## config.mk

```make
export PLATFORM = sky130hd
export DESIGN_NAME = execUnit
export DESIGN_NICKNAME = d
export VERILOG_FILES = /design/src/rtl/isaPkg.sv /design/src/rtl/pipePkg.sv /design/src/rtl/execUnit.sv
export SDC_FILE = /design/constraint.sdc
export NUM_CORES = 2
export LEC_CHECK = 0
export BUFFER_PORTS_ARGS = -buffer_cell sky130_fd_sc_hd__buf_2
export CAP_MARGIN = 15
export CORE_MARGIN = 1
export CORE_UTILIZATION = 60
export DETAILED_ROUTE_END_ITERATION = 10
export PLACE_DENSITY_LB_ADDON = 0.08
export RECOVER_POWER = 25
export SLEW_MARGIN = 20
export SYNTH_ARGS = -nofsm -noshare
export SYNTH_HDL_FRONTEND = slang
export SYNTH_SLANG_ARGS = --single-unit
```

## constraint.sdc

```tcl
create_clock -name clk -period 13.9 [get_ports clk]
set_input_delay 2.78 -clock clk [delete_from_list [all_inputs] [get_ports clk]]
set_output_delay 2.78 -clock clk [all_outputs]
set_load 0.01 [all_outputs]
```

## src/rtl/isaPkg.sv

```systemverilog
`default_nettype none

package isaPkg;

    typedef logic [4:0] regAddrT;
    typedef logic [63:0] wordT;
    typedef logic [6:0] opcodeT;

    // major opcodes.
    localparam opcodeT OpReg = 7'b0110011;
    localparam opcodeT OpImm = 7'b0010011;
    localparam opcodeT OpLoad = 7'b0000011;

    // add, sub, mul and addi all share funct3 zero.
    localparam logic [2:0] F3AddSub = 3'b000;
    localparam logic [2:0] F3Ld = 3'b011;

    localparam logic [6:0] F7Add = 7'b0000000;
    localparam logic [6:0] F7Sub = 7'b0100000;
    localparam logic [6:0] F7Mul = 7'b0000001;

    typedef struct packed {
        logic [6:0] funct7;
        regAddrT rs2;
        regAddrT rs1;
        logic [2:0] funct3;
        regAddrT rd;
        opcodeT opcode;
    } rTypeT;

    typedef struct packed {
        logic [11:0] imm12;
        regAddrT rs1;
        logic [2:0] funct3;
        regAddrT rd;
        opcodeT opcode;
    } iTypeT;

    // one instruction word, read as register-register or as immediate form.
    typedef union packed {
        rTypeT r;
        iTypeT i;
    } instWordT;

endpackage

`default_nettype wire

```

## src/rtl/pipePkg.sv

```systemverilog
`default_nettype none

package pipePkg;

    // operand source, codes follow the older forwarding encoding.
    typedef enum logic [1:0] {
        FwdNone = 2'b00,
        FwdW = 2'b01,
        FwdM = 2'b10,
        FwdM2 = 2'b11
    } fwdSelT;

    typedef enum logic [1:0] {
        Add = 2'b00,
        Sub = 2'b01,
        Mul = 2'b10
    } aluOpT;

    // control word that rides along with each instruction.
    typedef struct packed {
        logic valid;
        logic regWrite;
        logic isLoad;
        logic isMul;
        aluOpT aluOp;
        isaPkg::regAddrT rd;
    } ctrlT;

    localparam ctrlT CtrlNone = '0;

endpackage

`default_nettype wire

```

## src/rtl/execUnit.sv

```systemverilog
`timescale 1ns/10ps
`default_nettype none

module execUnit #(
    parameter int MulLatency = 4
) (
    input logic clk,
    input logic rstN,
    input logic start,
    input pipePkg::aluOpT aluOp,
    input isaPkg::wordT opA,
    input isaPkg::wordT opB,
    output isaPkg::wordT result,
    output logic busy
);

    // busy covers the entry cycle plus RunCycles more.
    localparam int RunCycles = (MulLatency > 1) ? MulLatency - 2 : 0;
    localparam int CntW = $clog2(MulLatency + 1);

    logic [CntW-1:0] cnt;
    isaPkg::wordT product;

    assign busy = (start && (MulLatency > 1)) || (cnt != '0);

    always_ff @(posedge clk or negedge rstN) begin
        if (!rstN) begin
            cnt <= '0;
        end else if (start) begin
            cnt <= CntW'(RunCycles);
        end else if (cnt != '0) begin
            cnt <= cnt - 1'b1;
        end
    end

    generate
        if (MulLatency == 1) begin : gCombMul
            assign product = opA * opB;
        end else begin : gIterMul
            // shift-add over MulLatency-1 steps, one multiplier digit per step.
            localparam int StepBits = (62 + MulLatency) / (MulLatency - 1);

            isaPkg::wordT acc, mcand, mplier;

            always_ff @(posedge clk) begin
                if (start) begin
                    acc <= opA * isaPkg::wordT'(opB[StepBits-1:0]);
                    mcand <= opA << StepBits;
                    mplier <= opB >> StepBits;
                end else if (cnt != '0) begin
                    acc <= acc + mcand * isaPkg::wordT'(mplier[StepBits-1:0]);
                    mcand <= mcand << StepBits;
                    mplier <= mplier >> StepBits;
                end
            end

            assign product = acc;
        end
    endgenerate

    always_comb begin
        case (aluOp)
            pipePkg::Sub: result = opA - opB;
            pipePkg::Mul: result = product;
            default: result = opA + opB;
        endcase
    end

endmodule

`default_nettype wire

```

* Word level (Yosys, flattened, before mapping) *
Index checks and enable logic that the tools add are counted.

storage, ports and cells
  register bits = 151
  latch bits = 0
  bits in writable memories = 0
  ROM bits = 0
  input port bits = 133
  output and inout port bits = 65
  word-level logic and storage cells = 24
  memories kept = 0

cells by class
  add/subtract/negate cells = 4
  multipliers = 2
  div/mod/pow operators = 0
  order comparisons = 0
  equality and inequality tests = 2
  shift-type cells = 0
  muxes and demuxes = 9
  bitwise operators = 0
  reduce and logical (&&, ||, !) cells = 3

operators with widths
  kind                                                                    count
  64-bit 2-to-1 mux                                                       4
  64-bit adder                                                            2
  64-bit one-hot mux with 2 select lines                                  1
  42-bit 2-to-1 mux                                                       2
  64-bit by 22-bit multiplier with 64-bit output                          1
  64-bit subtractor                                                       1
  42-bit by 22-bit multiplier with 42-bit output                          1
  3-bit 2-to-1 mux                                                        2
  3-bit nonzero test                                                      1
  3-bit by 1-bit subtractor with 3-bit output (second input constant)     1
  2-bit by 1-bit equality test with 1-bit output (second input constant)  1
  2-bit equality test (second input constant)                             1
  2-bit nonzero test                                                      1
  1-bit logical OR                                                        1

* Longest topological paths before layout *
  depth in word-level cells = 4
  mapped depth = 36
  depth with buffers taken out = 34

* Least setup slack after synthesis *
No wires, ideal clock.

  kind = input-to-output
  start point = input port opB[0]
  end point = output port result[61]
  data arrival time = 7.368 ns
  required time = 11.120 ns
  path slack = 3.752 ns
  stages on the path = 24
  buffers on the path = 3
  cell sequence = clkbuf_1 -> clkbuf_1 -> inv_1 -> ha_1 -> nand2b_1 -> nor3_1 -> nand4b_1 -> nor2_1 -> nand2_1 -> nor4_2 -> and3b_1 -> a21oi_1 -> xnor2_1 -> ha_1 -> clkbuf_1 -> a21o_1 -> a21o_1 -> a21oi_1 -> nand2_1 -> o21ai_0 -> o31ai_4 -> a21oi_2 -> o21ai_1 -> a211oi_1

on the way
  word-level cells in the longest chain between the ends = 2
  elaborated cells on any way between the ends = 3
  classes of those cells = add/sub (2); mux (1)

ends and longest elaborated chain
  item                                               line                            text
  from (decl)                                        execUnit.sv:12                  input isaPkg::wordT opB,
  64-bit adder or 64-bit subtractor (tied branches)  execUnit.sv:65, execUnit.sv:63
  64-bit one-hot mux with 2 select lines (*)         execUnit.sv:62                  case (aluOp)
  to (decl)                                          execUnit.sv:13                  output isaPkg::wordT result,

Mark *: on every way between the ends. The rest lies on a longest branch, timed or not.

* Worst setup path after layout *
  start point = input port opB[0]
  end point = output port result[51]

The elaborated chain is that of the path after synthesis.

==> out/metrics.yaml <==
critical_path:
  cp_slowest_cell: "nor3_1"
  cpPeakStageDelay_ps: 590
  crit_path_frequent_cell: "a21oi_1"
  path_cells: "buf_2 > inv_1 > ha_1 > nand2b_1 > nor3_1 > nand4b_1 > nor2_1 > nand2_1 > nor4_2 > and3b_1 > a21oi_1 > xnor2_1 > ha_1 > a21o_1 > a21o_1 > a21oi_1 > nand2_1 > o21ai_0 > o31ai_4 > a21oi_1 > xnor2_1 > a21oi_1 > buf_2"
  arrival_ps: 8870
  cp_max_fo: 33
  critPathKind: "input port to output port"
  cp_data_required_time_ps: 11120
  end_kind: "output port"
  startpoint_type: "input port"
  ff2ff_setup_slack_ps: 3780
logic_synthesis:
  syn_area_mm2: 0.0678
  synth-xor-area-share: 0.0412
  synth_top_area_share: 0.469
  ys_ff_latch: 151
  syn-instance-count: 7764
  yosysSeqAreaShare: 0.0667
  ys_top_cells_by_area: "fa_1 47%, nand2_1 8.8%, inv_1 8.7%"
  syn_avg_cell_area_um2: 8.73
  synthMuxAreaShare: 0.00859
  synth-async-reset-ratio: 0.0199
  synth_edf_count: 148
  synth.distinct_cells: 89
  synth_top_cell_by_area: "fa_1"
  syn_nets: 9806
  synthSimpleGateAreaFrac: 0.169
  yosysMostFrequentCell: "fa_1"
  synth-warning-count: 0
  netlist_top_cells_count: "1588 x fa_1, 1580 x nand2_1, 1573 x inv_1, 510 x and2_1, 375 x clkbuf_1"
  synth_compound_area_frac: 0.0742
  synth-adder-area-share: 0.528
  synth-main-ff-cell: "edfxtp_1"
  synth_top_family_by_area: "adder cells"
routing:
  drt_iter0_drc: 4432
  routed_wl_um: 209000
  viasPerCell: 5.84
  vias: 53263
  wl_per_cell_um: 23.0
  ant_nets: 0
  drc: 0
  dr.pass1.iters: 6
floorplanning:
  die_area_mm2: 0.114
  fp.dieW_um: 338
  rows: 122
  core_area_mm2: 0.111
  ios: 198
  die_h_um: 338
  start_util: 0.609
timing:
  drv_slew: 284
  max_slew.worst_pin.slew_ps: 4080
  fin_crit_ps: 11650
  skew_ps: 21.4
  maxSlewHeadroom: -1.72
  hold_violations: 0
  period_share: 0.838
  max_freq_mhz: 85.8
  rsz0062_at_grt: "no"
  setup_violations: 0
  tns_ps: 0
global_routing:
  grt_pass1_wl_um: 328000
  grt_antenna_before_repair: 15
  grt_remaining_overflow: 0
  grt_pass1_vias: 56259
  grt_max_degree: 92
  grt_use_total: 0.382
clock_tree:
  ctsResizeCount: 0
  clock_path_buffers: 2
  postCtsSetupRepairBufs: 0
  ctsHoldBuffers: 0
  cts_root_buffer: "clkbuf_16"
  clock_latency_ps: 470
  cts_htree_levels: 4
  numCtsBuffers: 17
  clk_pin_slew_ps: 80
  clock_sinks: 151
  tritoncts: "built"
outcome:
  violations: "max-capacitance violations, max-slew violations"
  status: "finished, violations left"
placed_design:
  place_hpwl_um: 165000
  gp_congestion: 1.03
  port-buffer-count: 197
finish:
  fin_nets: 9648
  syn_to_final_growth_pct: 3.50
  drive_above_1_share: 0.0484
job:
  max-cap-violations: 4
worst_hold_path:
  hold_path.class: "register to register"
-- logic make-up after synthesis --
kind of cell	count (synthesis)
AND/OR/NAND/NOR	2542
XOR/XNOR	319
flip-flops	151
multiplexers	53
AO/OA/AOI/OAI	774
buffers and inverters	2016
adder cells (fa/ha/maj)	1909
-- through the flow --
stage          utilization  worst slack [ps]  instances  cell area [um^2]  hold WS (ps)
2_1_floorplan            -              3750       7764             67800           480
3_3_place_gp         0.624              2610       9072             69500           493
3_5_place_dp         0.624              2420       9072             69500           514
4_1_cts              0.630              2400       9104             70100           534
5_1_grt              0.630              1840       9107             70100           551
6_report             0.630              2250       9114             70100           533
-- registers in the layout, summed over array words and instances (netlist names) --
| register | count |
|---|---|
| gIterMul.mplier | 42 |
| gIterMul.mcand | 42 |
| cnt | 3 |
| gIterMul.acc | 64 |
-- worst max-delay path: cells and delay by family --
| kind | cells | cell delay, ps |
|---|---|---|
| AO/OA/AOI/OAI | 8 | 2040 |
| adder cells (fa/ha/maj) | 2 | 640 |
| XOR/XNOR | 2 | 240 |
| buffers and inverters | 3 | 790 |
| AND/OR/NAND/NOR | 8 | 2340 |
-- path summary, 6_finish.rpt --
| check | depth (start not counted) | from | end |
|---|---|---|---|
| min in group asynchronous | 1 | rstN | cnt[0] |
| hold reg to reg | 2 | cnt[2] | cnt[2] |
| hold / removal | 2 | cnt[2] | cnt[2] |
| setup / recovery | 23 | opB[0] | result[51] |
| max in group asynchronous | 1 | rstN | cnt[2] |
| setup reg to reg | 33 | gIterMul.mcand[29] | gIterMul.acc[63] |
-- layout by cell type, fill, tap and decap left out, drive strengths merged, types with 8 or more instances in the layout --
cell / n
buf: 261
a211o: 8
nor2b: 25
a21o: 117
and3: 22
ha: 321
a2111oi: 9
nor4: 17
o21a: 27
mux2i: 12
edfxtp: 148
mux2: 41
and2: 510
a21boi: 12
o21bai: 30
a221oi: 9
nand2b: 26
o31ai: 18
inv: 1582
a21oi: 264
fa: 1588
a211oi: 25
o211ai: 21
o21ai: 140
a31oi: 26
nor2: 192
nand2: 1581
clkbuf: 21
xor2: 117
or3: 19
xnor2: 202
nand4: 27
nand3: 45
nor3: 38
-- final cells by class --
| type | instances | area (um^2) |
|---|---|---|
| clock inverters | 15 | 174 |
| inverters | 1574 | 5910 |
| fillers | 9608 | 41100 |
| diodes | 7 | 17.5 |
| flip-flops and latches | 151 | 4520 |
| well taps | 1488 | 1860 |
| clock buffers | 17 | 425 |
| repair buffers | 265 | 1540 |
| multi-input cells | 5597 | 55700 |
-- metal layers --
layer | global-route usage | part of all wire | up-vias
met1 | 0.532 | 0.40 | 27321
met2 | 0.607 | 0.46 | 2647
met5 | 0 | 0.00020 | -
met3 | 0.0827 | 0.11 | 396
met4 | 0.107 | 0.028 | 6
li1 | - | - | 22893
Power is left out: the tool's default activity adds up to more than one toggle a clock period on the data nets, which glitch-free logic cannot reach.
