==> src/rtl/isaPkg.sv <==
`default_nettype none

package isaPkg;

    typedef logic [4:0] regAddrT;
    typedef logic [63:0] wordT;
    typedef logic [6:0] opcodeT;

    // major opcodes.
    localparam opcodeT OpReg = 7'b0110011;
    localparam opcodeT OpImm = 7'b0010011;
    localparam opcodeT OpLoad = 7'b0000011;

    // add, sub, mul and addi all share funct3 zero.
    localparam logic [2:0] F3AddSub = 3'b000;
    localparam logic [2:0] F3Ld = 3'b011;

    localparam logic [6:0] F7Add = 7'b0000000;
    localparam logic [6:0] F7Sub = 7'b0100000;
    localparam logic [6:0] F7Mul = 7'b0000001;

    typedef struct packed {
        logic [6:0] funct7;
        regAddrT rs2;
        regAddrT rs1;
        logic [2:0] funct3;
        regAddrT rd;
        opcodeT opcode;
    } rTypeT;

    typedef struct packed {
        logic [11:0] imm12;
        regAddrT rs1;
        logic [2:0] funct3;
        regAddrT rd;
        opcodeT opcode;
    } iTypeT;

    // one instruction word, read as register-register or as immediate form.
    typedef union packed {
        rTypeT r;
        iTypeT i;
    } instWordT;

endpackage

`default_nettype wire

==> src/rtl/pipePkg.sv <==
`default_nettype none

package pipePkg;

    // operand source, codes follow the older forwarding encoding.
    typedef enum logic [1:0] {
        FwdNone = 2'b00,
        FwdW = 2'b01,
        FwdM = 2'b10,
        FwdM2 = 2'b11
    } fwdSelT;

    typedef enum logic [1:0] {
        Add = 2'b00,
        Sub = 2'b01,
        Mul = 2'b10
    } aluOpT;

    // control word that rides along with each instruction.
    typedef struct packed {
        logic valid;
        logic regWrite;
        logic isLoad;
        logic isMul;
        aluOpT aluOp;
        isaPkg::regAddrT rd;
    } ctrlT;

    localparam ctrlT CtrlNone = '0;

endpackage

`default_nettype wire

==> src/rtl/hazardIf.sv <==
`timescale 1ns/10ps
`default_nettype none

interface hazardIf;

    // sources, destinations and wait flags from the pipeline.
    isaPkg::regAddrT rs1D;
    isaPkg::regAddrT rs2D;
    isaPkg::regAddrT rs1E;
    isaPkg::regAddrT rs2E;
    isaPkg::regAddrT dstE;
    isaPkg::regAddrT dstM;
    isaPkg::regAddrT dstM2;
    isaPkg::regAddrT dstW;
    logic wrE, wrM, wrM2, wrW;
    logic loadE, loadM;
    logic mulD;
    logic eWait, dWait, iWait;

    // decisions back to the pipeline.
    logic stallF, stallD, stallE, stallM;
    logic flushD, flushE, flushM, flushM2;
    pipePkg::fwdSelT fwdAD, fwdBD, fwdAE, fwdBE;

    modport pipe (
        output rs1D, rs2D, rs1E, rs2E, dstE, dstM, dstM2, dstW,
        output wrE, wrM, wrM2, wrW, loadE, loadM, mulD,
        output eWait, dWait, iWait,
        input stallF, stallD, stallE, stallM,
        input flushD, flushE, flushM, flushM2,
        input fwdAD, fwdBD, fwdAE, fwdBE
    );

    modport hazard (
        input rs1D, rs2D, rs1E, rs2E, dstE, dstM, dstM2, dstW,
        input wrE, wrM, wrM2, wrW, loadE, loadM, mulD,
        input eWait, dWait, iWait,
        output stallF, stallD, stallE, stallM,
        output flushD, flushE, flushM, flushM2,
        output fwdAD, fwdBD, fwdAE, fwdBE
    );

endinterface

`default_nettype wire

==> src/rtl/hazardUnit.sv <==
`timescale 1ns/10ps
`default_nettype none

module hazardUnit (
    hazardIf.hazard hz
);

    logic loadUse;
    logic mulStall;
    logic dataHazard;

    function automatic logic readsReg(isaPkg::regAddrT dst);
        return (hz.rs1D == dst) || (hz.rs2D == dst);
    endfunction

    function automatic logic readsNonZero(isaPkg::regAddrT dst);
        return (hz.rs1D != '0 && hz.rs1D == dst) || (hz.rs2D != '0 && hz.rs2D == dst);
    endfunction

    // youngest producer wins; x0 is never forwarded.
    function automatic pipePkg::fwdSelT pickFwd(isaPkg::regAddrT src);
        pipePkg::fwdSelT sel;
        sel = pipePkg::FwdNone;
        if (src != '0) begin
            if (hz.wrM && src == hz.dstM) begin
                sel = pipePkg::FwdM;
            end else if (hz.wrM2 && src == hz.dstM2) begin
                sel = pipePkg::FwdM2;
            end else if (hz.wrW && src == hz.dstW) begin
                sel = pipePkg::FwdW;
            end
        end
        return sel;
    endfunction

    always_comb begin
        // load data only shows up in M2.
        loadUse = (hz.loadE && readsReg(hz.dstE)) || (hz.loadM && readsReg(hz.dstM));
        // a multiply latches its operands on entry, so every producer must have left M2.
        mulStall = hz.mulD && ((hz.wrE && readsReg(hz.dstE))
                               || (hz.wrM && readsNonZero(hz.dstM))
                               || (hz.wrM2 && readsNonZero(hz.dstM2)));
    end

    assign dataHazard = loadUse || mulStall;

    always_comb begin
        hz.stallF = 1'b0;
        hz.stallD = 1'b0;
        hz.stallE = 1'b0;
        hz.stallM = 1'b0;
        hz.flushD = 1'b0;
        hz.flushE = 1'b0;
        hz.flushM = 1'b0;
        hz.flushM2 = 1'b0;
        if (hz.eWait) begin
            hz.stallF = 1'b1;
            hz.stallD = 1'b1;
            hz.stallE = 1'b1;
            if (hz.dWait) begin
                // the waiting load stays in M and must not be copied on.
                hz.stallM = 1'b1;
                hz.flushM2 = 1'b1;
            end else begin
                hz.flushM = 1'b1;
            end
        end else if (hz.dWait) begin
            hz.stallF = 1'b1;
            hz.stallD = 1'b1;
            hz.stallE = 1'b1;
            hz.stallM = 1'b1;
            hz.flushM2 = 1'b1;
        end else if (dataHazard) begin
            hz.stallF = 1'b1;
            hz.stallD = 1'b1;
            hz.flushE = 1'b1;
        end else if (hz.iWait) begin
            hz.flushD = 1'b1;
        end
    end

    always_comb begin
        hz.fwdAD = pickFwd(hz.rs1D);
        hz.fwdBD = pickFwd(hz.rs2D);
        // a busy multiplier works from its own copy of the operands.
        hz.fwdAE = hz.eWait ? pipePkg::FwdNone : pickFwd(hz.rs1E);
        hz.fwdBE = hz.eWait ? pipePkg::FwdNone : pickFwd(hz.rs2E);
    end

endmodule

`default_nettype wire

==> src/flat_wrapper.sv <==
// flat-port wrapper written by rule: the top's interface ports become plain ports
module hazardUnit_flat 
  (hz_rs1D, hz_rs2D, hz_rs1E, hz_rs2E, hz_dstE, hz_dstM, hz_dstM2, hz_dstW, hz_wrE, hz_wrM, hz_wrM2, hz_wrW, hz_loadE, hz_loadM, hz_mulD, hz_eWait, hz_dWait, hz_iWait, hz_stallF, hz_stallD, hz_stallE, hz_stallM, hz_flushD, hz_flushE, hz_flushM, hz_flushM2, hz_fwdAD, hz_fwdBD, hz_fwdAE, hz_fwdBE);
  hazardIf hz_i ();
  input wire logic [$bits(hz_i.rs1D)-1:0] hz_rs1D;
  input wire logic [$bits(hz_i.rs2D)-1:0] hz_rs2D;
  input wire logic [$bits(hz_i.rs1E)-1:0] hz_rs1E;
  input wire logic [$bits(hz_i.rs2E)-1:0] hz_rs2E;
  input wire logic [$bits(hz_i.dstE)-1:0] hz_dstE;
  input wire logic [$bits(hz_i.dstM)-1:0] hz_dstM;
  input wire logic [$bits(hz_i.dstM2)-1:0] hz_dstM2;
  input wire logic [$bits(hz_i.dstW)-1:0] hz_dstW;
  input wire logic [$bits(hz_i.wrE)-1:0] hz_wrE;
  input wire logic [$bits(hz_i.wrM)-1:0] hz_wrM;
  input wire logic [$bits(hz_i.wrM2)-1:0] hz_wrM2;
  input wire logic [$bits(hz_i.wrW)-1:0] hz_wrW;
  input wire logic [$bits(hz_i.loadE)-1:0] hz_loadE;
  input wire logic [$bits(hz_i.loadM)-1:0] hz_loadM;
  input wire logic [$bits(hz_i.mulD)-1:0] hz_mulD;
  input wire logic [$bits(hz_i.eWait)-1:0] hz_eWait;
  input wire logic [$bits(hz_i.dWait)-1:0] hz_dWait;
  input wire logic [$bits(hz_i.iWait)-1:0] hz_iWait;
  output wire logic [$bits(hz_i.stallF)-1:0] hz_stallF;
  output wire logic [$bits(hz_i.stallD)-1:0] hz_stallD;
  output wire logic [$bits(hz_i.stallE)-1:0] hz_stallE;
  output wire logic [$bits(hz_i.stallM)-1:0] hz_stallM;
  output wire logic [$bits(hz_i.flushD)-1:0] hz_flushD;
  output wire logic [$bits(hz_i.flushE)-1:0] hz_flushE;
  output wire logic [$bits(hz_i.flushM)-1:0] hz_flushM;
  output wire logic [$bits(hz_i.flushM2)-1:0] hz_flushM2;
  output wire logic [$bits(hz_i.fwdAD)-1:0] hz_fwdAD;
  output wire logic [$bits(hz_i.fwdBD)-1:0] hz_fwdBD;
  output wire logic [$bits(hz_i.fwdAE)-1:0] hz_fwdAE;
  output wire logic [$bits(hz_i.fwdBE)-1:0] hz_fwdBE;
  assign hz_i.rs1D = hz_rs1D;
  assign hz_i.rs2D = hz_rs2D;
  assign hz_i.rs1E = hz_rs1E;
  assign hz_i.rs2E = hz_rs2E;
  assign hz_i.dstE = hz_dstE;
  assign hz_i.dstM = hz_dstM;
  assign hz_i.dstM2 = hz_dstM2;
  assign hz_i.dstW = hz_dstW;
  assign hz_i.wrE = hz_wrE;
  assign hz_i.wrM = hz_wrM;
  assign hz_i.wrM2 = hz_wrM2;
  assign hz_i.wrW = hz_wrW;
  assign hz_i.loadE = hz_loadE;
  assign hz_i.loadM = hz_loadM;
  assign hz_i.mulD = hz_mulD;
  assign hz_i.eWait = hz_eWait;
  assign hz_i.dWait = hz_dWait;
  assign hz_i.iWait = hz_iWait;
  assign hz_stallF = hz_i.stallF;
  assign hz_stallD = hz_i.stallD;
  assign hz_stallE = hz_i.stallE;
  assign hz_stallM = hz_i.stallM;
  assign hz_flushD = hz_i.flushD;
  assign hz_flushE = hz_i.flushE;
  assign hz_flushM = hz_i.flushM;
  assign hz_flushM2 = hz_i.flushM2;
  assign hz_fwdAD = hz_i.fwdAD;
  assign hz_fwdBD = hz_i.fwdBD;
  assign hz_fwdAE = hz_i.fwdAE;
  assign hz_fwdBE = hz_i.fwdBE;
  hazardUnit u_core (.hz(hz_i));
endmodule
==> config.mk <==
export PLATFORM = sky130hd
export DESIGN_NAME = hazardUnit_flat
export DESIGN_NICKNAME = d
export VERILOG_FILES = /design/src/rtl/isaPkg.sv /design/src/rtl/pipePkg.sv /design/src/rtl/hazardIf.sv /design/src/rtl/hazardUnit.sv /design/src/flat_wrapper.sv
export SDC_FILE = /design/constraint.sdc
export NUM_CORES = 1
export LEC_CHECK = 0
export BUFFER_PORTS_ARGS = -buffer_cell sky130_fd_sc_hd__buf_2
export CELL_PAD_IN_SITES_DETAIL_PLACEMENT = 1
export CELL_PAD_IN_SITES_GLOBAL_PLACEMENT = 2
export CORE_UTILIZATION = 23
export DETAILED_ROUTE_END_ITERATION = 10
export GPL_ROUTABILITY_DRIVEN = 0
export PLACE_DENSITY_LB_ADDON = 0.1
export SYNTH_ARGS = -nofsm -noshare
export SYNTH_HDL_FRONTEND = slang
export SYNTH_SLANG_ARGS = --single-unit
==> constraint.sdc <==
create_clock -name vclk -period 2.7
set_input_delay 0.54 -clock vclk [all_inputs]
set_output_delay 0.54 -clock vclk [all_outputs]
set_load 0.005 [all_outputs]
---- Word-level counts from Yosys, hierarchy flattened ----
Cells that the tools add are included.
operators by class
  bitwise operators ....................... 0
  magnitude comparators ................... 0
  shift operators ......................... 0
  multiply operators ...................... 0
  $add $sub $neg .......................... 0
  reductions and logical operators ........ 34
  eq/ne operators ......................... 14
  div/mod/pow operators ................... 0
  mux-type cells .......................... 31
operator list
  cell               number
  $eq 5x5->1         14
  $mux 2             14
  $logic_and 1x1->1  22
  $reduce_bool 5->1  4
  $mux 1             17
  $logic_or 1x1->1   8
storage, ports and cells
  flip-flop bits (word level) ............. 0
  RAM bits ................................ 0
  memories kept ........................... 0
  output and inout bits ................... 16
  input bits .............................. 50
  ROM bits ................................ 0
  latch bits .............................. 0

---- Longest topological paths before layout ----
Gate-level depths: netlist (run 1).
  depth in word-level cells ............... 11
  mapped depth ............................ 8

---- Least setup slack after synthesis (run 1) ----
OpenSTA, ideal clock, no wires.
  path kind ............................... input to output
  from .................................... input hz_rs2D[2]
  to ...................................... output hz_stallF
  setup slack ............................. 0.257 ns
  data arrival time ....................... 1.903 ns
  cell stages on the path ................. 7
  cell sequence ........................... buf_2 > or4_4 > nor2_4 > a21oi_2 > o31ai_2 > nand3_1 > buf_4
between the ends
  longest elaborated chain between the ends .. 11
RTL lines
  item                                             line                                text
  start: declaration                               flat_wrapper.sv:6                   input wire logic [$bits(hz_i.rs2D)-1:0] hz_rs2D;
  $eq 5x5->1 or $reduce_bool 5->1 (tied branches)  hazardUnit.sv:13, hazardUnit.sv:17
  $logic_and 1x1->1                                hazardUnit.sv:17                    return (hz.rs1D != '0 && hz.rs1D == dst) || (hz.rs2D != '0 && hz.rs2D == dst);
  $logic_or 1x1->1                                 hazardUnit.sv:17
  $logic_and 1x1->1                                hazardUnit.sv:41                    || (hz.wrM && readsNonZero(hz.dstM))
  $logic_or 1x1->1                                 hazardUnit.sv:41
  $logic_or 1x1->1                                 hazardUnit.sv:42                    || (hz.wrM2 && readsNonZero(hz.dstM2)));
  $logic_and 1x1->1                                hazardUnit.sv:40                    mulStall = hz.mulD && ((hz.wrE && readsReg(hz.dstE))
  $logic_or 1x1->1 (*)                             hazardUnit.sv:45                    assign dataHazard = loadUse || mulStall;
  $mux 1 (*) (3 in a row)                          n/a
  end: declaration                                 flat_wrapper.sv:23                  output wire logic [$bits(hz_i.stallF)-1:0] hz_stallF;
Every way passes the cells marked *; elsewhere a longest branch is shown, timed or not.

---- Worst setup path after layout (run 1) ----
  from .................................... input hz_rs2D[1]
  to ...................................... output hz_flushD
between the ends
  longest elaborated chain between the ends .. 11
RTL lines
  item                                             line                                text
  $eq 5x5->1 or $reduce_bool 5->1 (tied branches)  hazardUnit.sv:13, hazardUnit.sv:17
  $logic_and 1x1->1                                hazardUnit.sv:17
  $logic_or 1x1->1                                 hazardUnit.sv:17
  $logic_and 1x1->1                                hazardUnit.sv:41
  $logic_or 1x1->1                                 hazardUnit.sv:41
  $logic_or 1x1->1                                 hazardUnit.sv:42
  $logic_and 1x1->1                                hazardUnit.sv:40
  $logic_or 1x1->1 (*)                             hazardUnit.sv:45
  $mux 1 (*)                                       hazardUnit.sv:73                    end else if (dataHazard) begin
  $mux 1 (*)                                       hazardUnit.sv:67                    end else if (hz.dWait) begin
  $mux 1 (*)                                       hazardUnit.sv:56                    if (hz.eWait) begin
  end: declaration                                 flat_wrapper.sv:27                  output wire logic [$bits(hz_i.flushD)-1:0] hz_flushD;
Marks and branches as above.

==> results.md, run 1 <==
Drt:
- The highest routed metal layer is met4.
- Dividing the detail-routed via count by the number of cells gives between 4 and 5.
- The post-route DRC violation count is 0.
- The met3 wirelength from detailed routing is 179 µm.
- The routed layout has 1218 vias.
- The detailed-route wire length per cell is 16.2 µm.
- The number of DRC violations after detailed-routing iteration 0 is 16.
- The number of routed nets with antenna violations is 0.
- The first-pass iteration count of the detailed router is 4.
- The final wirelength is 4.09 mm.
- The routed design uses 2.00 mm of met2 wire.
- In the final routing, the length of wire on met1 measures 1.87 mm.

Setup path:
- The required time of the worst setup path is about 2.2 ns.
- The kind of end point of the critical path is a primary output.
- By startpoint and endpoint, the worst setup path is classified as in -> out.
- Among all stages on the critical path, the largest delay is contributed by sky130_fd_sc_hd__or4_4.
- Along the worst path, the maximum fanout reaches 5.
- The worst setup path is launched from an input pin.
- Together, buffers and inverters on the worst path number 2.
- The maximum cell stage delay along the critical path is 0.55 ns.
- STA puts the critical path data arrival time at 2.02 ns.
- Broken down by cell family, the worst path's largest delay share belongs to simple AND/OR/NAND/NOR gates.
- The critical path goes through buf_2 > or4_4 > nor2_4 > a21oi_2 > o31ai_2 > and4_1 > buf_2.
- The most frequent cell on the critical path is sky130_fd_sc_hd__buf_2.

Finish:
- With fillers left out, the area of the finished cells amounts to 0.00140 mm².
- The number of diodes is 0.
- The area growth from synthesis to layout is 30.2%.
- Across the whole layout, storage elements account for 0 µm².
- Once layout is complete, the cells apart from fillers number 252.
- The share of the core filled with cells is between 30% and 40%.
- Clock buffers in the final layout number 0.
- There are 0 flip-flops and latches.
- The net count of the finished layout is 252.
- The post-route netlist has 37.0% of its cells at a drive strength greater than 1.

Yosys:
- The total nets after synthesis is 197.
- Dividing the synthesized area by the synthesized cell count gives 7.30 µm².
- The synthesized netlist occupies a cell area of ~0.0011 mm².
- The count of yosys warnings during synthesis is 0.
- Synthesis handed over a netlist of 147 instances.
- Of the synthesized area, sequential elements account for 0%.
- The distinct cell type count of the synthesized netlist is 28.

Clock network:
- The number of buffers inserted for hold repair after clock tree synthesis is 0.

Run:
- Max-cap violations in this run came to 0.

Global routing:
- Entering global routing, the biggest net connects 7 pins.
- The total overflow left after global routing is 0.
- The number of antenna violations at the first check in global routing is 0.
- The number of global-route vias before repair is 1332.
- The total global routing track utilization is 17.2%.
- The first global-routing pass estimated 6.89 mm of wire.

Pwr:
- For this design the static power due to leakage is 0.614 nW.
- For this design the ratio of total power to cell area is 157 mW/mm².
- IR analysis of the VDD net gives a maximum drop of between 0.05 and 0.06 mV.

STA:
- After layout, the minimum clock period comes to 2.56 ns.
- The number of pins exceeding their max-slew limit in the final report is 0.
- Setup repair after global routing left no endpoint under its margin.
- The portion of the clock cycle consumed by the worst path in the final layout is 94.7%.
- The count of endpoints failing setup in the final report is 0.
- Based on the critical path, the design can be clocked at up to approximately 400 MHz.
- For the pin with the worst max-slew slack, the measured transition is 0.356 ns.
- The relative slew slack is 76.0%.
- The number of failing hold endpoints at the final stage is 0.
- Setup total negative slack on the finished layout was measured at 0 ns.

Floorplan:
- 66 I/O pins were placed.
- The floorplan has 24 rows.
- The width of the die is 70.3 µm.
- The floorplan step defined a die boundary enclosing 0.00494 mm².
- The die height is 70.3 µm.
- The starting utilization of the core area is 24.3%.
- The core region is 0.00441 mm².

Placement:
- In this run the cell area measured after placement is 0.00138 mm².
- The count of input and output buffers is 66.
- Summed over all nets, the half-perimeter wirelength after detailed placement is 3.64 mm.
- Once placement completed, the tool counted placed cells totaling approximately 250.

Worst hold path:
- The class of the tightest hold or removal check is in -> out.

Outcome:
- The flow ran to the end, and the final reports show no timing, DRC or antenna violations.
where the power goes:
| group | switching (mW) | leakage [nW] | internal (mW) |
|---|---|---|---|
| registers | 0 | 0 | 0 |
| clock network | 0 | 0 | 0 |
| logic | 0.120 | 0.614 | 0.0985 |
| total | 0.120 | 0.614 | 0.0985 |
worst paths after layout:
check | startpoint | endpoint | slack [ns] | cells past startpoint
min | hz_dWait | hz_stallM | 1.29 | 2
max | hz_rs2D[1] | hz_flushD | 0.14 | 7
Yosys cell counts:
cell type | number | area [µm²]
sky130_fd_sc_hd__xnor2_1 | 26 | 228
sky130_fd_sc_hd__nor4_1 | 8 | 50.1
sky130_fd_sc_hd__a211oi_1 | 2 | 15.0
sky130_fd_sc_hd__nand3_1 | 8 | 40.0
sky130_fd_sc_hd__or4_1 | 1 | 7.51
sky130_fd_sc_hd__nand3_2 | 1 | 10.0
sky130_fd_sc_hd__a31oi_1 | 2 | 12.5
sky130_fd_sc_hd__or4_4 | 1 | 11.3
sky130_fd_sc_hd__nor2_4 | 1 | 11.3
sky130_fd_sc_hd__o22ai_1 | 1 | 6.26
sky130_fd_sc_hd__a21oi_1 | 4 | 20.0
sky130_fd_sc_hd__buf_2 | 8 | 40.0
sky130_fd_sc_hd__buf_6 | 2 | 22.5
sky130_fd_sc_hd__xor2_1 | 44 | 385
sky130_fd_sc_hd__nor2b_1 | 1 | 6.26
sky130_fd_sc_hd__buf_4 | 3 | 22.5
sky130_fd_sc_hd__a2111oi_0 | 2 | 17.5
sky130_fd_sc_hd__and2_1 | 3 | 18.8
sky130_fd_sc_hd__and4_1 | 1 | 8.76
sky130_fd_sc_hd__and3_1 | 2 | 12.5
sky130_fd_sc_hd__nor3_1 | 6 | 30.0
sky130_fd_sc_hd__nor2_1 | 8 | 30.0
sky130_fd_sc_hd__a21oi_2 | 1 | 8.76
sky130_fd_sc_hd__a22oi_1 | 1 | 7.51
sky130_fd_sc_hd__nand2_1 | 5 | 18.8
sky130_fd_sc_hd__inv_1 | 2 | 7.51
sky130_fd_sc_hd__o31ai_2 | 1 | 12.5
sky130_fd_sc_hd__nand4_1 | 2 | 12.5
repair_timing:
item / CTS / global route
resized for setup: 0 / 5
endpoints found under the setup margin: 0 / 3
endpoints found under the hold margin: 0 / 0
setup buffers: 0 / 0
metal layers:
metal | global-route usage, % | vias up
met5 | 0 | -
met4 | 1.56 | 0
met3 | 1.01 | 4
met2 | 31.3 | 51
met1 | 22.7 | 562
li1 | - | 601
logic make-up (layout without fill, tap and decap cells):
logic type	count (synthesis)	count (layout)	synth area share, %
buffers and inverters	15	68	8.62
AND/OR/NAND/NOR	48	48	24.9
AO/OA/AOI/OAI	14	14	9.32
XOR/XNOR	70	70	57.1
final cells by class:
| class | instances | area (µm²) |
|---|---|---|
| repair buffers | 66 | 330 |
| multi-input cells | 132 | 995 |
| fillers | 579 | 3020 |
| well taps | 52 | 65.1 |
| inverters | 2 | 7.51 |
cell usage in the layout (no fill, tap or decap):
cell	instances
sky130_fd_sc_hd__nand4_1	2
sky130_fd_sc_hd__a2111oi_1	1
sky130_fd_sc_hd__nand3_2	1
sky130_fd_sc_hd__and3_1	2
sky130_fd_sc_hd__nor2_2	1
sky130_fd_sc_hd__nand3_1	8
sky130_fd_sc_hd__o22ai_1	1
sky130_fd_sc_hd__inv_1	2
sky130_fd_sc_hd__a211oi_1	2
sky130_fd_sc_hd__nand2_1	5
sky130_fd_sc_hd__or4_4	1
sky130_fd_sc_hd__and4_1	1
sky130_fd_sc_hd__nor2_1	7
sky130_fd_sc_hd__nor2b_1	1
sky130_fd_sc_hd__a22oi_1	1
sky130_fd_sc_hd__xnor2_1	26
sky130_fd_sc_hd__or4_1	1
sky130_fd_sc_hd__xor2_1	44
sky130_fd_sc_hd__o31ai_2	1
sky130_fd_sc_hd__nor4_1	8
sky130_fd_sc_hd__and2_1	3
sky130_fd_sc_hd__nor3_1	6
sky130_fd_sc_hd__nor2_4	1
sky130_fd_sc_hd__a31oi_1	2
sky130_fd_sc_hd__buf_2	66
sky130_fd_sc_hd__a21oi_2	2
sky130_fd_sc_hd__a21oi_1	3
sky130_fd_sc_hd__a2111oi_2	1
per-stage QoR:
step	hold slack, ns	worst slack (ns)	total power, mW
4_1_cts	1.29	0.0440	0.220
3_5_place_dp	1.29	0.0462	0.219
6_report	1.29	0.142	0.219
2_1_floorplan	1.11	0.257	0.127
5_1_grt	1.30	0.0184	0.243
3_3_place_gp	1.28	0.175	0.211
No activity file was read; power rests on OpenSTA's default activity.
==> inputs of run 2 (changes only) <==
ABC_AREA = 1   (was default)
CORE_UTILIZATION = 21   (was 23)
GPL_ROUTABILITY_DRIVEN = default   (was 0)
==> results.md, run 2 <==
Yosys:
- The multiplexer fraction of the synthesized cell area is 0% (unchanged).
- The post-synthesis sequential area ratio is 0% (unchanged).
- The average cell area after synthesis came to 5.25 µm² (was 7.30 µm²).
- The cell taking the most area after synthesis is sky130_fd_sc_hd__nand2_1 (was sky130_fd_sc_hd__xor2_1).
- The main combinational cell family by area after synthesis is simple AND/OR/NAND/NOR gates (was XOR/XNOR gates).
- The cell count after synthesis came to 234 (was 147).
- The total nets after synthesis came to 284 (was 197).
- The xor and xnor area share after synthesis is 14.3% (was 57.1%).
- The area share of the largest cell type after synthesis came to 17.4% (was 35.9%).
- The complex-gate fraction of the synthesized area is 26.9% (was 9.32%).
- The simple logic cell fraction of the synthesized area came to 41.9% (was 24.9%).
- Dominant cells by area after synthesis: sky130_fd_sc_hd__nand2_1 (17%), sky130_fd_sc_hd__inv_1 (10%), sky130_fd_sc_hd__xor2_1 (7.8%) (was sky130_fd_sc_hd__xor2_1 (36%), sky130_fd_sc_hd__xnor2_1 (21%), sky130_fd_sc_hd__nor4_1 (4.7%)).
- The count of yosys warnings during synthesis is 0 (unchanged).
- The total standard cell area after synthesis was 0.00123 mm² (was 0.00107 mm²).
- The most frequently used cell type in the post-synthesis netlist is sky130_fd_sc_hd__nand2_1 (was sky130_fd_sc_hd__xor2_1).
- Most used standard cells in the synthesized netlist: sky130_fd_sc_hd__nand2_1 (57), sky130_fd_sc_hd__inv_1 (34), sky130_fd_sc_hd__a21oi_1 (19), sky130_fd_sc_hd__nor2_1 (19), sky130_fd_sc_hd__o22ai_1 (15) (was sky130_fd_sc_hd__xor2_1 (44), sky130_fd_sc_hd__xnor2_1 (26)).
- The distinct cell type count of the synthesized netlist is 22 (was 28).
- The area share of fa/ha/maj cells after synthesis is 0% (unchanged).

Floorplan:
- The floorplan die area is 0.00615 mm² (was 0.00494 mm²).
- The placeable core region was 0.00557 mm² (was 0.00441 mm²).
- The number of top-level design ports was 66 (unchanged).
- The starting utilization of the core area is 22.0% (was 24.3%).
- The die height is 78.5 µm (was 70.3 µm).
- The width of the die is 78.5 µm (was 70.3 µm).
- The number of core rows was 27 (was 24).

Placement:
- The count of input and output buffers is 66 (unchanged).
- The routability congestion estimate is between 0.8 and 0.9.
- The total placed instance area is 0.00160 mm² (was 0.00138 mm²).
- The cell count after placement is 365 (was 252).
- The final HPWL from detailed placement is 4.93 mm (was 3.64 mm).

Worst hold path:
- The startpoint of the lowest-slack hold path is hz_dWait (unchanged).
- The class of the tightest hold or removal check is in -> out (unchanged).

Drt:
- The number of routed nets with antenna violations is 0 (unchanged).
- The post-route DRC violation count was 0 (unchanged).
- The via density per instance is 4.76 (was 4.83).
- The number of DRC violations after detailed-routing iteration 0 is 31 (was 16).
- The detailed-route wire length per cell came to 15.0 µm (was 16.2 µm).
- The total number of vias was 1738 (was 1218).
- The first-pass iteration count of the detailed router is 4 (unchanged).
- The final wirelength is 5.47 mm (was 4.09 mm).

STA:
- The number of pins exceeding their max-slew limit in the final report came to 0 (unchanged).
- The number of failing hold endpoints at the final stage is 0 (unchanged).
- The maximum operating frequency was 437 MHz (was 391 MHz).
- Setup repair after global routing missed its margin: false (unchanged).
- The slew at the pin with the worst max-slew slack is 0.275 ns (was 0.356 ns).
- The final critical delay including setup and external delays came to 2.29 ns (was 2.56 ns).
- The final sum of negative setup slack is 0 ns (unchanged).
- The relative slew slack is 81.7% (was 76.0%).
- The portion of the clock cycle consumed by the worst path in the final layout is 84.7% (was 94.7%).
- The count of endpoints failing setup in the final report came to 0 (unchanged).

Finish:
- The most common library cell in the layout ignoring fill and taps is sky130_fd_sc_hd__buf_2 (unchanged).
- The number of filler instances in the final layout is 769 (was 579).
- The sequential cell count is 0 (unchanged).
- The total area of sequential cells is 0 µm² (unchanged).
- The share of the core filled with cells was 28.7% (was 31.7%).
- The count of clock-net buffers in the final layout came to 0 (unchanged).
- The fraction of final layout cells sized beyond drive strength 1 is 31.1% (was 37.0%).
- The net count of the finished layout is 345 (was 252).
- The number of cells in the finished layout apart from fillers is 365 (was 252).
- The signed area change from the synthesized netlist to the final layout is 30.2% (about the same).
- Leading cell types in the layout, fill and taps excluded: sky130_fd_sc_hd__buf_2 (66), sky130_fd_sc_hd__nand2_1 (57), sky130_fd_sc_hd__inv_1 (34) (was sky130_fd_sc_hd__buf_2 (66), sky130_fd_sc_hd__xor2_1 (44), sky130_fd_sc_hd__xnor2_1 (26)).
- The number of diodes is 0 (unchanged).
- The design area came to 0.00160 mm² (was 0.00140 mm²).

Clock network:
- The buffer count from post-CTS setup fixing came to 0 (unchanged).
- The post-cts repair resize count is 0 (unchanged).
- The number of buffers inserted for hold repair after clock tree synthesis is 0 (unchanged).

Setup path:
- The start point of the critical path is hz_rs1D[4] (was hz_rs2D[1]).
- The kind of start point of the critical path is an input pin (unchanged).
- The gate family responsible for the most delay along the worst path is simple AND/OR/NAND/NOR gates (unchanged).
- The total buffers and inverters traversed by the critical path is 3 (was 2).
- The kind of end point of the critical path is a primary output (unchanged).
- The maximum cell stage delay along the critical path is 0.16 ns (was 0.55 ns).
- The cell type of the slowest stage on the worst timing path is sky130_fd_sc_hd__buf_2 (was sky130_fd_sc_hd__or4_4).
- The maximum fanout encountered on the critical timing path is 4 (was 5).
- The class of the most critical setup path is in -> out (unchanged).
- The required time of the worst setup path is 2.16 ns (about the same).
- Cell-by-cell trace of the critical path: buf_2 > inv_1 > nand2_1 > nand2_1 > nor2_1 > nand3_2 > nor2_2 > nor2_2 > nand3_2 > nand2_2 > nand3_2 > nor2_2 > buf_2 (was buf_2 > or4_4 > nor2_4 > a21oi_2 > o31ai_2 > and4_1 > buf_2).
- The signal arrival time at the worst endpoint is 1.75 ns (was 2.02 ns).

Global routing:
- The maximum number of pins on one net before global-route repair is 8 (was 7).
- The total global routing track utilization is 18.2% (was 17.2%).
- The number of global-route vias before repair was 1734 (was 1332).
- The number of antenna violations at the first check in global routing is 0 (unchanged).
- The global-route wire length before repair was 8.75 mm (was 6.89 mm).
- The overflow left after global routing was 0 (unchanged).

Pwr:
- The cell leakage power was 0.905 nW (was 0.614 nW).
- The power consumption is 0.248 mW (was 0.219 mW).
- The highest ir drop seen on vdd is 0.0403 mV (was 0.0526 mV).
- The power density of the placed cells is 155 mW/mm² (was 157 mW/mm²).

Run:
- The number of max-cap violations came to 0 (unchanged).

Outcome:
- Outcome: complete, no violations (unchanged).
run 2: worst paths after layout:
path,end,cells after the start
setup / recovery,hz_flushD,13
hold / removal,hz_flushM2,2
run 2: per-layer routing:
layer | routed length [µm] | global-route usage, % | up-vias
li1 | - | - | 900
met1 | 2590 | 23.4 | 792
met2 | 2660 | 34.5 | 42
met3 | 179 | 0.581 | 4
met4 | 42 | 1.30 | 0
met5 | 0 | 0 | -
run 2: cell families after synthesis:
kind of cell | Yosys count
AO/OA/AOI/OAI | 54
AND/OR/NAND/NOR | 111
XOR/XNOR | 20
buffers and inverters | 49
run 2: power by group:
part           switching [mW]  leakage, nW  internal [mW]
sequential                  0            0              0
clock                       0            0              0
combinational           0.152        0.905         0.0957
run 2: cell type report:
cell class         instances  area [µm²]  area share (%)
multi-input cells        185        1020            63.8
repair buffers            66         330            20.7
well taps                 72        90.1            5.64
inverters                 42         158            9.87
run 2: per-stage QoR:
stage	worst slack, ns	hold WS, ns
3_3_place_gp	0.377	1.29
4_1_cts	0.378	1.29
6_report	0.414	1.29
2_1_floorplan	0.676	1.11
3_5_place_dp	0.382	1.29
5_1_grt	0.234	1.30
==> inputs of run 3 (changes only) <==
ABC_AREA = 0   (was 1)
CORE_UTILIZATION = 23   (was 21)
clock period = 2.3 ns   (was 2.7 ns; I/O delays follow)
==> results.md, run 3 (synthesis gave the netlist of run 1 again) <==
Finish:
- The most common library cell in the layout ignoring fill and taps was sky130_fd_sc_hd__buf_2 (unchanged).
- The fraction of final layout cells sized beyond drive strength 1 is 52.1% (was 31.1%).
- The number of filler instances in the final layout was 563 (was 769).
- The area used by multi-input combinational logic was 0.00109 mm² (was 0.00102 mm²).
- The count of clock-net buffers in the final layout is 0 (unchanged).
- The number of diodes is 0 (unchanged).
- Leading cell types in the layout, fill and taps excluded: sky130_fd_sc_hd__buf_2 (52), sky130_fd_sc_hd__xor2_1 (42), sky130_fd_sc_hd__buf_4 (36) (was sky130_fd_sc_hd__buf_2 (66), sky130_fd_sc_hd__nand2_1 (57), sky130_fd_sc_hd__inv_1 (34)).
- The signed area change from the synthesized netlist to the final layout was 74.5% (was 30.2%).
- The total area of sequential cells is 0 µm² (unchanged).
- The design area is 0.00187 mm² (was 0.00160 mm²).
- The sequential cell count is 0 (unchanged).
- The number of cells in the finished layout apart from fillers was 288 (was 365).
- The net count of the finished layout is 288 (was 345).

Global routing:
- The global-route wire length before repair is 7.16 mm (was 8.75 mm).
- The maximum number of pins on one net before global-route repair is 7 (was 8).
- The number of antenna violations at the first check in global routing came to 0 (unchanged).
- The total global routing track utilization is 17.8% (was 18.2%).
- The overflow left after global routing is 0 (unchanged).
- The number of global-route vias before repair is 1472 (was 1734).

Drt:
- The met3 wirelength from detailed routing came to 147 µm (was 179 µm).
- The highest routed metal layer is met4 (unchanged).
- The total number of vias is 1350 (was 1738).
- The final wirelength is 4.65 mm (was 5.47 mm).
- The post-route DRC violation count is 0 (unchanged).
- The first-pass iteration count of the detailed router is 3 (was 4).
- The via density per instance is 4.69 (was 4.76).
- The wire length on met1 is 2.10 mm (was 2.59 mm).
- The detailed-route wire length per cell is 16.1 µm (was 15.0 µm).
- The total met2 wirelength after detailed routing is 2.39 mm (was 2.66 mm).
- The number of routed nets with antenna violations was 0 (unchanged).
- The number of DRC violations after detailed-routing iteration 0 is 18 (was 31).

STA:
- The final worst hold slack is 1.13 ns (was 1.29 ns).
- The final critical path takes up 103% of the cycle.
- The number of pins exceeding their max-slew limit in the final report is 0 (unchanged).
- The slew at the pin with the worst max-slew slack is 0.384 ns (was 0.275 ns).
- The count of endpoints failing setup in the final report is 2 (was 0).
- After layout, the minimum clock period comes to 2.37 ns.
- Setup repair after global routing missed its margin: true (was false).
- The least setup slack across all paths after layout came to -0.0701 ns (was 0.414 ns).
- The number of failing hold endpoints at the final stage is 0 (unchanged).
- The maximum operating frequency is 422 MHz.
- The relative slew slack is 74.2% (was 81.7%).

Outcome:
- Outcome: finished with violations (was complete, no violations).
- The final reports fail on setup timing.

Setup path:
- Cell-by-cell trace of the critical path: buf_2 > xor2_1 > nor4_1 > a31oi_1 > a2111oi_1 > buf_2 (was buf_2 > inv_1 > nand2_1 > nand2_1 > nor2_1 > nand3_2 > nor2_2 > nor2_2 > nand3_2 > nand2_2 > nand3_2 > nor2_2 > buf_2).
- The kind of start point of the critical path is an input pin (unchanged).
- The required time of the worst setup path came to 1.84 ns (was 2.16 ns).
- The signal arrival time at the worst endpoint came to 1.91 ns (was 1.75 ns).
- The total buffers and inverters traversed by the critical path is 2 (was 3).
- The cell type of the slowest stage on the worst timing path is sky130_fd_sc_hd__nor4_1 (was sky130_fd_sc_hd__buf_2).
- The maximum fanout encountered on the critical timing path is 4 (unchanged).
- The critical path depth came to 6 (was 13).
- The kind of end point of the critical path is a primary output (unchanged).
- The class of the most critical setup path is in -> out (unchanged).
- The gate family responsible for the most delay along the worst path is compound AO/OA/AOI/OAI gates (was simple AND/OR/NAND/NOR gates).
- The maximum cell stage delay along the critical path is 0.40 ns (was 0.16 ns).
- Among the stages of the critical path, the cell type that occurs most often is sky130_fd_sc_hd__buf_2.

Floorplan:
- The number of top-level design ports is 66 (unchanged).
- The starting utilization of the core area was 24.3% (was 22.0%).
- The floorplan die area is 0.00494 mm² (was 0.00615 mm²).
- The width of the die is 70.3 µm (was 78.5 µm).
- The number of core rows came to 24 (was 27).
- The die height came to 70.3 µm (was 78.5 µm).
- The placeable core region is 0.00441 mm² (was 0.00557 mm²).

Pwr:
- The cell leakage power is 0.843 nW (was 0.905 nW).
- The power density of the placed cells is 183 mW/mm² (was 155 mW/mm²).
- The highest ir drop seen on vdd is 0.0678 mV (was 0.0403 mV).

Placement:
- The routability congestion estimate was 0.823 (was 0.807).
- The cell count after placement is 282 (was 365).
- The final HPWL from detailed placement was 3.87 mm (was 4.93 mm).
- The count of input and output buffers is 66 (unchanged).
- The total placed instance area is 0.00161 mm² (was 0.00160 mm²).

Clock network:
- The number of buffers inserted for hold repair after clock tree synthesis is 0 (unchanged).

Worst hold path:
- The class of the tightest hold or removal check is in -> out (unchanged).
- The number of cells traversed by the worst hold path is 2 (unchanged).

Run:
- The number of max-cap violations is 0 (unchanged).
## run 3: final timing paths
| check | startpoint | endpoint | slack (ns) |
|---|---|---|---|
| min | hz_dWait | hz_flushM2 | 1.13 |
| max | hz_dstW[0] | hz_fwdBE[0] | -0.07 |
## run 3: report_power, final
part           internal (mW)  switching (mW)  total, mW  leakage, nW
Combinational          0.177           0.165      0.343        0.843
Sequential                 0               0          0            0
Clock                      0               0          0            0
Total                  0.177           0.165      0.343        0.843
## run 3: final cells by class
type	instances	area share (%)
tap	52	3.47
multi-input combinational	132	58.1
inverter	2	0.401
timing repair buffer	102	38.0
## run 3: repair_timing
action                                  4_1_cts  5_1_grt
endpoints found under the setup margin        5       10
pin swaps                                    11       13
gates resized for setup                      16       45
buffers inserted                              4        2
## run 3: through the flow
stage               TNS (ns)  worst slack (ns)  utilization (%)  total power [mW]
floorplan                  0            0.0171                -             0.149
global placement     -0.0720           -0.0483             36.5             0.284
detailed placement    -0.258            -0.105             36.5             0.293
CTS                   -0.187           -0.0643             38.5             0.310
global route          -0.615            -0.148             42.4             0.373
finish                -0.123           -0.0701             42.4             0.343
## run 3: layer usage
| metal | vias to the layer above | global-route usage (%) |
|---|---|---|
| met1 | 637 | 23.5 |
| met2 | 38 | 32.8 |
| met5 | - | 0 |
| met4 | 0 | 1.33 |
| li1 | 673 | - |
| met3 | 2 | 1.01 |
